`config.mk`:
```
export PLATFORM = sky130hd
export DESIGN_NAME = alu
export DESIGN_NICKNAME = d
export VERILOG_FILES = /design/src/design/cpu_pkg.sv /design/src/design/alu.sv
export VERILOG_INCLUDE_DIRS = /design/src /design/src/design
export SDC_FILE = /design/constraint.sdc
export NUM_CORES = 1
export LEC_CHECK = 0
export BUFFER_PORTS_ARGS = -buffer_cell sky130_fd_sc_hd__buf_2
export CORE_MARGIN = 5
export CORE_UTILIZATION = 60
export CTS_BUF_LIST = sky130_fd_sc_hd__clkbuf_16
export DETAILED_ROUTE_END_ITERATION = 12
export HOLD_SLACK_MARGIN = 0.1
export PLACE_DENSITY = 0.85
export SKIP_CTS_REPAIR_TIMING = 1
export SLEW_MARGIN = 15
export SYNTH_ARGS = -nofsm -noshare
export SYNTH_HDL_FRONTEND = slang
export SYNTH_SLANG_ARGS = --single-unit
```
`constraint.sdc`:
```
create_clock -name clk -period 5.35 [get_ports clk]
set_input_delay 0.535 -clock clk [delete_from_list [all_inputs] [get_ports clk]]
set_output_delay 0.535 -clock clk [all_outputs]
set_load 0.05 [all_outputs]
```
`src/design/cpu_params.svh`:
```
`ifndef CPU_PARAMS_SVH
`define CPU_PARAMS_SVH

// data word and instruction width
`define CPU_WORD_W 16

// program memory word address width
`define CPU_IMEM_AW 8

// data memory word address width
`define CPU_DMEM_AW 8

// general register count, register 0 reads zero
`define CPU_NREGS 16

`endif

```
`src/design/cpu_pkg.sv`:
```
`include "cpu_params.svh"

package cpu_pkg;

  // one data word, instruction, pc or byte address
  typedef logic [`CPU_WORD_W-1:0] word_t;

  // register file index
  typedef logic [$clog2(`CPU_NREGS)-1:0] reg_idx_t;

  // flag vector, bit 2 is N, bit 1 is Z, bit 0 is V
  typedef logic [2:0] flags_t;

  // branch condition code from instr[11:9]
  typedef logic [2:0] cond_t;

  // program memory word index on the load port
  typedef logic [`CPU_IMEM_AW-1:0] imem_addr_t;

  // opcode field instr[15:12]
  typedef enum logic [3:0] {
    // register-register arithmetic, writes N, Z and V
    OP_ADD = 4'h0,
    OP_SUB = 4'h1,
    // logic ops, write Z only
    OP_XOR = 4'h2,
    OP_AND = 4'h3,
    // shifts by instr[3:0], write Z only
    OP_SLL = 4'h4,
    OP_SRL = 4'h5,
    OP_SRA = 4'h6,
    OP_OR  = 4'h7,
    // word load and store
    OP_LW  = 4'h8,
    OP_SW  = 4'h9,
    // byte inserts into rd
    OP_LLB = 4'hA,
    OP_LHB = 4'hB,
    // relative and register branches
    OP_B   = 4'hC,
    OP_BR  = 4'hD,
    // rd gets pc+2
    OP_PCS = 4'hE,
    // halt, pc holds
    OP_HLT = 4'hF
  } opcode_e;

endpackage

```
`src/design/alu.sv`:
```
`timescale 1ns/1ps
`include "cpu_params.svh"

module alu (
  input  logic             clk,
  input  logic             rst_n,
  input  cpu_pkg::opcode_e opcode,
  input  cpu_pkg::word_t   op_a,
  input  cpu_pkg::word_t   op_b,
  input  logic [3:0]       shamt,
  output cpu_pkg::word_t   result,
  output cpu_pkg::flags_t  flags
);

  import cpu_pkg::*;

  localparam int MSB = `CPU_WORD_W - 1;

  logic sign_a;
  logic sign_b;
  logic sign_r;
  logic ovf;
  logic z_we;
  logic nv_we;

  // operation select
  always_comb begin
    case (opcode)
      OP_ADD:  result = op_a + op_b;
      OP_SUB:  result = op_a - op_b;
      OP_XOR:  result = op_a ^ op_b;
      OP_AND:  result = op_a & op_b;
      OP_OR:   result = op_a | op_b;
      OP_SLL:  result = op_a << shamt;
      OP_SRL:  result = op_a >> shamt;
      // arithmetic right shift keeps the sign bit
      OP_SRA:  result = word_t'($signed(op_a) >>> shamt);
      default: result = '0;
    endcase
  end

  // sign bits for overflow detection
  assign sign_a = op_a[MSB];
  assign sign_b = op_b[MSB];
  assign sign_r = result[MSB];

  // add overflows when like signs give an unlike result
  // sub overflows when unlike signs give a result unlike op_a
  always_comb begin
    case (opcode)
      OP_ADD:  ovf = (sign_a == sign_b) && (sign_r != sign_a);
      OP_SUB:  ovf = (sign_a != sign_b) && (sign_r != sign_a);
      default: ovf = 1'b0;
    endcase
  end

  // Z on opcodes 0 to 7, N and V on ADD and SUB only
  assign z_we  = ~opcode[3];
  assign nv_we = (opcode == OP_ADD) || (opcode == OP_SUB);

  // flag register, bits N, Z, V
  always_ff @(posedge clk or negedge rst_n) begin
    if (!rst_n) begin
      flags <= '0;
    end else begin
      if (z_we) begin
        flags[1] <= (result == '0);
      end
      if (nv_we) begin
        flags[2] <= sign_r;
        flags[0] <= ovf;
      end
    end
  end

endmodule

```
# Word-level counts from Yosys, hierarchy flattened
# Cells that the tools add are included.
# classes
add_sub_neg,2
mul,0
n_div,0
order_cmp,0
eq_ne,10
shifts,3
n_mux,2
bitwise_logic,3
n_reduce_logical,5
# op_table
op,count
16-bit one-hot mux with 8 select lines,1
16-bit adder,1
16-bit AND,1
4-bit by 3-bit equality test with 1-bit output (second input constant),4
16-bit zero test,1
16-bit OR,1
16-bit by 4-bit left shift with 16-bit output,1
16-bit by 4-bit >> shifter with 16-bit output,1
16-bit by 4-bit >>> shifter with 16-bit output,1
16-bit subtractor,1
16-bit XOR,1
4-bit by 2-bit equality test with 1-bit output (second input constant),2
4-bit by 1-bit equality test with 1-bit output (second input constant),1
4-bit zero test,1
1-bit logical AND,2
1-bit != test,2
1-bit one-hot mux with 2 select lines,1
1-bit equality test,1
1-bit logical OR,1
# word_totals
register_bits,3
latchBits,0
ramBits,0
romBits,0
output_inout_bits,19
word_cells,27
n_memories,0

# Longest topological paths before layout
# Gate-level depths: netlist of run 1.
# logic_depth
depth_word,5
mapped_depth,16
ltp_nobuf,15

# Least setup slack after synthesis of run 1
# OpenSTA, ideal clock, no wires.
# synth_path
kind,in2out
start,input port opcode[2]
end,output port result[13]
arrival_time_ns,5.074
slack_ns,-0.259
path_stages,13
path_cell_list,clkbuf_1 -> nor3_1 -> and2_1 -> clkbuf_1 -> nor2_1 -> xnor2_1 -> ha_1 -> nand2_1 -> a211oi_1 -> o2111ai_1 -> a211oi_1 -> o21ai_0 -> o311ai_0
# synth_between
elab_chain_len,2
word_cells_on_any_way,9
classes_between,eq/ne: 7; mux: 1; reduce/logical: 1
# synth_lines
item,line,rtl
start: declaration,alu.sv:7,"input cpu_pkg::opcode_e opcode,"
"4-bit by 3-bit equality test with 1-bit output, or another cell as far along",alu.sv:28,case (opcode)
16-bit one-hot mux with 8 select lines *,alu.sv:28,
end: declaration,alu.sv:11,"output cpu_pkg::word_t result,"
# Every way passes the cells marked *; elsewhere a longest branch is shown, timed or not.

# Final worst setup path of run 1
# layout_path
start,input port opcode[2]
end,output port result[15]
# Same word-level chain as after synthesis.

==> results.py, run 1 <==
metrics = {
    "run_status": {
        "outcome": "completed",
    },
    "logic_synthesis": {
        "synth_edf_count": 0,
        "synth-async-reset-ratio": 1.00,
        "yosysUniqueCellTypes": 65,
        "synth-seq-area-share": 0.0200,
        "ys_warn_count": 0,
        "ys.flop_type": "dfrtp_1",
        "netlist_area_sq_mm": 0.00376,
        "synth_nets": 588,
        "ys_ff_latch": 3,
        "syn_avg_cell_area_sq_um": 7.56,
        "synthCells": 497,
    },
    "setup_path": {
        "crit_arrival_ns": 4.28,
        "crit_type": "input port to output port",
        "critPathLaunchType": "input port",
        "worst-endpoint-required_ns": 4.82,
        "cp-end-kind": "output port",
        "cp_max_fo": 21,
    },
    "timing": {
        "setup_viol": 0,
        "fin_skew_ns": 0,
        "tns_ns": 0,
        "finalCriticalPeriod_ns": 4.81,
        "max_freq_ghz": 0.208,
        "finalHoldViolCount": 0,
        "finalCritPeriodShare": 0.899,
        "slew_headroom": 0.392,
        "slew_violations": 0,
        "rsz0062_at_grt": "false",
        "worst_pin_slew_ns": 0.913,
    },
    "placement": {
        "dp.cells": 607,
        "place_congestion": 1.02,
        "place_hpwl_um": 10100,
        "portBuffers": 60,
    },
    "pwr": {
        "clkPwrFrac": 0.191,
        "p_sw_uw": 327,
        "power_density_mw_per_mm2": 150,
        "p_seq_frac": 0.048,
        "leakagePower_nw": 1.87,
        "peakVddDrop_mv": 0.185,
        "intPower_uw": 293,
        "power_frac_comb": 0.761,
        "switching_share": 0.527,
    },
    "finish": {
        "mostFrequentLayoutCell": "buf_2",
        "final-seq-area_sq_um": 75.1,
        "n_antenna_cell": 0,
        "largestRegisters": "flags: 3 flops",
        "num-nets-final": 628,
        "area_growth_pct": 10.2,
        "final_cell_mix": "buf_2 (60), ha_1 (48), nand2_1 (43)",
        "final_cell_count_no_fill": 611,
        "drive_gt1_frac": 0.203,
        "nFillCells": 539,
        "largest_reg_flops": 3,
        "multi_input_area_sq_mm": 0.00339,
        "regMostFlops": "flags",
    },
    "global_routing": {
        "antenna_found_initial": 0,
        "grt_pass1_vias": 4097,
        "overflow": 0,
        "grt_max_degree": 43,
        "grt.total_usage": 0.337,
        "grt_first_pass_wirelength_um": 20700,
    },
    "die": {
        "core_area_sq_mm": 0.00599,
        "start_util": 0.627,
        "die_area_sq_mm": 0.00795,
        "rows": 28,
        "ios": 61,
        "die_h_um": 89.1,
        "die_x_um": 89.1,
    },
    "clock_tree": {
        "clock-sinks": 3,
        "cts_buffer_depth": 2,
        "clk_pin_slew_ns": 0.03,
        "cts_tree": "built",
        "numCtsBuffers": 3,
        "cts-htree-levels": 1,
        "clock-root-buffer": "clkbuf_16",
        "insertion_delay_ns": 0.23,
    },
    "drt": {
        "wl_met1_um": 4990,
        "num_vias": 4285,
        "first_iter_violations": 491,
        "wl_met3_um": 1450,
        "top_layer": "met4",
        "wl_um": 13100,
        "ant_nets": 0,
        "drc": 0,
        "wl_met2_um": 6030,
        "firstDrtPassIters": 5,
        "wl_per_cell_um": 21.4,
        "vias_per_cell": 7.01,
    },
    "job": {
        "maxCapViolCount": 0,
    },
    "hold_path": {
        "hold_path.class": "input port to asynchronous set/reset pin",
    },
}
synthesized netlist by cell type, types with 6 or more instances:
cell | n | share of area
ha_1 | 48 | 0.16
nand2_1 | 43 | 0.043
inv_1 | 38 | 0.038
nor2_1 | 37 | 0.037
o21ai_0 | 33 | 0.044
a21oi_1 | 30 | 0.040
mux4_2 | 25 | 0.15
nor3_1 | 21 | 0.028
xnor2_1 | 21 | 0.049
clkbuf_1 | 20 | 0.020
mux2i_1 | 13 | 0.035
nand3_1 | 10 | 0.013
o211ai_1 | 9 | 0.018
buf_2 | 8 | 0.011
mux2_2 | 8 | 0.024
a211oi_1 | 7 | 0.014
a31oi_1 | 6 | 0.010
nand2b_1 | 6 | 0.010
nor2b_1 | 6 | 0.010
worst paths after layout:
kind | start | slack, ns | cells after the start | end
min reg2reg | flags[2] | 0.49 | 2 | flags[2]
min in group clk | flags[2] | 0.49 | 2 | flags[2]
max reg2reg | flags[1] | 4.54 | 2 | flags[1]
max in group asynchronous | rst_n | 5.14 | 1 | flags[0]
min | rst_n | 0.1 | 1 | flags[2]
max | opcode[2] | 0.54 | 15 | result[15]
layer usage:
layer / vias up / GRT usage
li1: 1962 / -
met1: 1979 / 0.430
met2: 286 / 0.556
met3: 58 / 0.0553
met4: 0 / 0.154
met5: - / 0
through the flow:
stage | total power, mW | utilization | hold slack (ns) | setup WS (ns) | cell area [sq um]
global placement | 0.481 | 0.678 | 0.331 | 0.737 | 4060
CTS | 0.611 | 0.691 | 0.0999 | 0.620 | 4140
global route | 0.660 | 0.691 | 0.102 | 0.191 | 4140
finish | 0.619 | 0.691 | 0.0995 | 0.539 | 4140
detailed placement | 0.490 | 0.678 | 0.335 | 0.658 | 4060
floorplan | 0.370 | - | 0.239 | 0.0856 | 3760
cell families (layout without fill, tap and decap cells):
kind of cell / count (synthesis) / count (layout) / share of synthesized area
and+or+nand+nor: 154 / 154 / 0.199
DFF: 3 / 3 / 0.0200
adders and majority gates: 49 / 49 / 0.165
AOI/OAI and AO/OA: 146 / 146 / 0.263
buffers and inverters: 72 / 111 / 0.0799
xor gates and xnor gates: 26 / 26 / 0.0606
muxes: 47 / 47 / 0.211
critical path, cell delays in order:
cell and delay [ns]:
buf_2 0.28, nor3_1 0.11, buf_4 0.17, and2_1 0.25, a31o_2 0.25, xnor2_1 0.12
ha_1 0.34, a2111o_1 0.47, o2111ai_1 0.38, a211oi_1 0.15, o21ai_0 0.24, a21oi_1 0.13
xnor2_1 0.18, o21ai_0 0.32, buf_2 0.34
area by class of cell:
class,instances,share of cell area
clock buffers,3,0.0181
clock inverters,1,0.000907
inverters,40,0.0366
multi-input cells,422,0.818
flip-flops and latches,3,0.0181
well taps,75,0.0227
repair buffers,67,0.0852
power groups by stage:
stage / clock network (mW) / registers (mW) / logic (mW)
finish: 0.118 / 0.0298 / 0.471
global route: 0.122 / 0.0304 / 0.508
CTS: 0.118 / 0.0297 / 0.463
detailed placement: 0 / 0.0299 / 0.460
global placement: 0 / 0.0298 / 0.451
floorplan: 0 / 0.0453 / 0.325
Power figures use the tool's default switching activity.
==> run 2: changes to the inputs <==
--- a/config.mk
+++ b/config.mk
@@ -7,7 +7,7 @@
 export NUM_CORES = 1
 export LEC_CHECK = 0
 export BUFFER_PORTS_ARGS = -buffer_cell sky130_fd_sc_hd__buf_2
-export CORE_MARGIN = 5
+export CORE_MARGIN = 2
 export CORE_UTILIZATION = 60
 export CTS_BUF_LIST = sky130_fd_sc_hd__clkbuf_16
 export DETAILED_ROUTE_END_ITERATION = 12
==> run 2 against run 1 <==
- final cell count shrank 0.16%
- count of clock-buffer cells in the layout is the same
- combinational power is essentially flat
- register-to-register slack gained 0.03 ns
- final area shrank 0.12%
- worst hold slack gained 0.38 ns
- global-route usage grew 2.1 points
- clock power is essentially flat
- critical endpoint unchanged
==> results.py, run 2 (same netlist as run 1, synthesis figures left out) <==
metrics = {
    "die": {
        "start_util": 0.627,
        "die_area_sq_mm": 0.00691,
        "core_area_sq_mm": 0.00599,
        "die_h_um": 83.1,
        "rows": 28,
        "ios": 61,
        "die_x_um": 83.1,
    },
    "finish": {
        "regMostFlops": "flags",
        "num-nets-final": 627,
        "n_antenna_cell": 0,
        "largest_reg_flops": 3,
        "drive_gt1_frac": 0.200,
        "final_cell_mix": "buf_2 (60), ha_1 (48), nand2_1 (43)",
        "nFillCells": 514,
        "mostFrequentLayoutCell": "buf_2",
        "largestRegisters": "flags: 3 flops",
        "area_growth_pct": 10.1,
    },
    "drt": {
        "num_vias": 4296,
        "wl_met3_um": 1440,
        "first_iter_violations": 644,
        "wl_met1_um": 4980,
        "firstDrtPassIters": 5,
        "drc": 0,
        "wl_per_cell_um": 20.7,
        "ant_nets": 0,
        "vias_per_cell": 7.04,
        "top_layer": "met4",
        "wl_met2_um": 5790,
        "wl_um": 12600,
    },
    "pwr": {
        "power_frac_comb": 0.759,
        "power_density_mw_per_mm2": 149,
        "clkPwrFrac": 0.193,
        "p_sw_uw": 326,
        "peakVddDrop_mv": 0.284,
        "switching_share": 0.527,
        "leakagePower_nw": 1.86,
        "intPower_uw": 293,
        "p_seq_frac": 0.048,
        "power_uw": 618,
    },
    "timing": {
        "slew_headroom": 0.393,
        "finalCritPeriodShare": 0.879,
        "tns_ns": 0,
        "max_freq_ghz": 0.213,
        "finalHoldViolCount": 0,
        "rsz0062_at_grt": "false",
        "fin_skew_ns": 0,
        "fin_ws_ns": 0.649,
        "finalCriticalPeriod_ns": 4.70,
        "setup_viol": 0,
        "slew_violations": 0,
        "worst_pin_slew_ns": 0.910,
    },
    "clock_tree": {
        "cts_buffer_depth": 2,
        "cts-htree-levels": 1,
        "insertion_delay_ns": 0.23,
        "numCtsBuffers": 3,
        "clock-root-buffer": "clkbuf_16",
        "clk_pin_slew_ns": 0.03,
        "clock-sinks": 3,
        "cts_tree": "built",
    },
    "run_status": {
        "outcome": "completed",
    },
    "global_routing": {
        "grt_pass1_vias": 3905,
        "grt_max_degree": 43,
        "grt_first_pass_wirelength_um": 20100,
        "grt.total_usage": 0.357,
        "antenna_found_initial": 0,
        "overflow": 0,
    },
    "setup_path": {
        "regToRegSetupSlack_ns": 4.57,
        "cp_slowest_stage_delay_ns": 0.47,
        "cp-end-kind": "output port",
        "worst-endpoint-required_ns": 4.82,
        "crit_type": "input port to output port",
        "crit_chain": "buf_2 -> nor3_1 -> buf_4 -> and2_1 -> a31o_2 -> xnor2_1 -> ha_1 -> a2111o_1 -> o2111ai_1 -> a211oi_1 -> o21ai_0 -> a21oi_1 -> xnor2_1 -> o21ai_0 -> buf_2",
        "crit_arrival_ns": 4.17,
        "critPathLaunchType": "input port",
        "cp_max_fo": 21,
        "cp_slowest_cell": "a2111o_1",
    },
    "placement": {
        "place_hpwl_um": 9630,
        "portBuffers": 60,
        "dp_slack_ns": 0.731,
        "place_congestion": 1.01,
    },
    "job": {
        "maxCapViolCount": 0,
    },
    "hold_path": {
        "hold_path.class": "register to register",
    },
}
[run 2: metrics by stage]
step / util / hold WS (ns) / std cells / area [sq um]
detailed placement: 0.675 / 0.333 / 605 / 4050
floorplan: - / 0.239 / 497 / 3760
global placement: 0.675 / 0.331 / 605 / 4050
global route: 0.690 / 0.499 / 610 / 4140
CTS: 0.689 / 0.0966 / 609 / 4130
finish: 0.690 / 0.475 / 610 / 4140
[run 2: power groups by stage]
stage               sequential, mW  clock [mW]  combinational (mW)
floorplan                   0.0453           0               0.325
global placement            0.0297           0               0.447
detailed placement          0.0300           0               0.456
CTS                         0.0298       0.120               0.459
global route                0.0304       0.126               0.504
finish                      0.0299       0.119               0.469
[run 2: worst max-delay path: cells and delay by family]
kind | cells | cell delay [ns]
compound gates | 7 | 1.85
buf+inv | 3 | 0.80
simple gates | 2 | 0.34
fa+ha+maj | 1 | 0.34
xor+xnor | 2 | 0.31
[run 2: final cells by class]
cell class	instances	area [sq um]	area share
clock buffer	3	75.1	0.0182
sequential	3	75.1	0.0182
multi-input combinational	422	3390	0.819
inverter	40	151	0.0366
clock inverter	1	3.75	0.000908
tap	75	93.8	0.0227
timing repair buffer	66	348	0.0841
[run 2: final timing paths]
check	cells past startpoint	to	start
max	15	result[15]	opcode[2]
min	2	flags[2]	flags[2]
max reg2reg	2	flags[1]	flags[1]
min reg2reg	2	flags[2]	flags[2]
max in group asynchronous	2	flags[0]	rst_n
min in group asynchronous	2	flags[2]	rst_n
[run 2: metal layers]
layer  global-route usage  vias up
met5                    0        -
met4                0.118        0
met3               0.0547       40
met2                0.575      303
met1                0.491     2000
li1                     -     1953
==> run 3: changes to the inputs <==
--- a/config.mk
+++ b/config.mk
@@ -7,9 +7,12 @@
 export NUM_CORES = 1
 export LEC_CHECK = 0
 export BUFFER_PORTS_ARGS = -buffer_cell sky130_fd_sc_hd__buf_2
+export CAP_MARGIN = 20
+export CORE_ASPECT_RATIO = 2
 export CORE_MARGIN = 2
 export CORE_UTILIZATION = 60
 export CTS_BUF_LIST = sky130_fd_sc_hd__clkbuf_16
+export CTS_CLUSTER_DIAMETER = 100
 export DETAILED_ROUTE_END_ITERATION = 12
 export HOLD_SLACK_MARGIN = 0.1
 export PLACE_DENSITY = 0.85
==> run 3 against run 2 <==
- final cell count decreased by 2.1%
- largest cell class unchanged
- combinational power rose by 1%
- total power rose by 0.80%
- critical endpoint unchanged
- worst hold slack worse by 0.37 ns
- first-iteration DRC count down 32%
- register-to-register slack better by 0.09 ns
- highest routed layer unchanged
==> results.py, run 3 (same netlist as run 1, synthesis figures left out) <==
metrics = {
    "hold_path": {
        "hold_path.class": "input port to asynchronous set/reset pin",
    },
    "clock_tree": {
        "clk_pin_slew_ns": 0.03,
        "cts_buffer_depth": 2,
        "clock-sinks": 3,
        "insertion_delay_ns": 0.23,
        "cts-htree-levels": 1,
        "cts_tree": "built",
        "numCtsBuffers": 3,
        "clock-root-buffer": "clkbuf_16",
    },
    "timing": {
        "worst_pin_slew_ns": 0.979,
        "slew_violations": 0,
        "fin_ws_ns": 0.580,
        "rsz0062_at_grt": "false",
        "setup_viol": 0,
        "finalCritPeriodShare": 0.892,
        "max_freq_ghz": 0.210,
        "finalCriticalPeriod_ns": 4.77,
        "finalHoldViolCount": 0,
        "tns_ns": 0,
        "slew_headroom": 0.338,
        "fin_skew_ns": 0,
    },
    "finish": {
        "largestRegisters": "flags: 3 flops",
        "final-seq-area_sq_um": 75.1,
        "multi_input_area_sq_mm": 0.00339,
        "num-nets-final": 626,
        "regMostFlops": "flags",
        "nFillCells": 532,
        "mostFrequentLayoutCell": "buf_2",
        "largest_reg_flops": 3,
        "n_antenna_cell": 0,
        "drive_gt1_frac": 0.202,
        "final_util": 0.685,
        "area_growth_pct": 9.56,
        "final_cell_mix": "buf_2 (60), ha_1 (48), nand2_1 (43)",
    },
    "die": {
        "die_x_um": 60.0,
        "start_util": 0.626,
        "ios": 61,
        "die_area_sq_mm": 0.00695,
        "core_area_sq_mm": 0.00601,
        "die_h_um": 116,
        "rows": 40,
    },
    "setup_path": {
        "cp_slowest_stage_delay_ns": 0.47,
        "cp_max_fo": 21,
        "cp_slowest_cell": "a2111o_1",
        "path_buf_inv": 3,
        "critPathLaunchType": "input port",
        "cp-end-kind": "output port",
        "crit_type": "input port to output port",
        "regToRegSetupSlack_ns": 4.66,
        "worst-endpoint-required_ns": 4.82,
        "crit_arrival_ns": 4.23,
        "cp_top_family": "compound AO/OA/AOI/OAI gates",
        "crit_chain": "buf_2 -> nor3_1 -> buf_4 -> and2_1 -> a31o_2 -> xnor2_1 -> ha_1 -> a2111o_1 -> o2111ai_1 -> a211oi_1 -> o21ai_0 -> a21oi_1 -> xnor2_1 -> o21ai_0 -> buf_2",
    },
    "pwr": {
        "p_seq_frac": 0.047,
        "intPower_uw": 293,
        "peakVddDrop_mv": 0.0847,
        "p_sw_uw": 331,
        "power_density_mw_per_mm2": 151,
        "switching_share": 0.530,
        "clkPwrFrac": 0.191,
        "leakagePower_nw": 1.86,
        "power_frac_comb": 0.762,
        "power_uw": 623,
    },
    "placement": {
        "place_congestion": 1.06,
        "portBuffers": 60,
        "dp_slack_ns": 0.660,
        "place_hpwl_um": 10700,
    },
    "global_routing": {
        "overflow": 0,
        "grt_max_degree": 43,
        "antenna_found_initial": 0,
        "grt_first_pass_wirelength_um": 20800,
        "grt_pass1_vias": 3954,
        "grt.total_usage": 0.398,
    },
    "drt": {
        "drc": 0,
        "ant_nets": 0,
        "first_iter_violations": 441,
        "num_vias": 4320,
        "wl_um": 13600,
        "vias_per_cell": 7.24,
        "wl_per_cell_um": 22.7,
        "firstDrtPassIters": 5,
    },
    "run_status": {
        "outcome": "completed",
    },
    "job": {
        "maxCapViolCount": 0,
    },
}
[run 3: path summary, 6_finish.rpt]
check | to | from | depth (start not counted)
hold reg to reg | flags[0] | flags[0] | 2
min in group clk | flags[0] | flags[0] | 2
max in group asynchronous | flags[1] | rst_n | 1
setup / recovery | result[15] | opcode[2] | 15
setup reg to reg | flags[1] | flags[1] | 2
hold / removal | flags[2] | rst_n | 1
[run 3: through the flow]
stage,hold WS (ns),cell area [sq um],cells
finish,0.101,4120,597
global route,0.104,4120,597
CTS,0.102,4120,597
detailed placement,0.336,4040,593
global placement,0.332,4040,593
floorplan,0.239,3760,497
[run 3: area by class of cell]
| class | instances | share of cell area |
|---|---|---|
| multi-input combinational | 422 | 0.825 |
| clock buffer | 3 | 0.0182 |
| sequential | 3 | 0.0182 |
| clock inverter | 1 | 0.000912 |
| tap | 63 | 0.0191 |
| inverter | 40 | 0.0368 |
| timing repair buffer | 65 | 0.0821 |
[run 3: worst register-to-register path, cell delays in order (launching register included)]
cell and delay [ns]:
dfrtp_1 0.38, nand2_1 0.10, o41ai_2 0.07
[run 3: layer usage]
metal,track usage,vias up,part of all wire
met3,0.0469,65,0.080
met2,0.647,287,0.50
li1,-,1958,-
met1,0.472,2010,0.35
met5,0,-,0
met4,0.268,0,0.070
[run 3: power by group through the flow]
stage	Combinational, mW	Clock, mW	Sequential (mW)
after floorplan	0.325	0	0.0453
after global placement	0.455	0	0.0294
after detailed placement	0.463	0	0.0295
after CTS	0.466	0.119	0.0293
after global routing	0.507	0.122	0.0301
final	0.475	0.119	0.0292
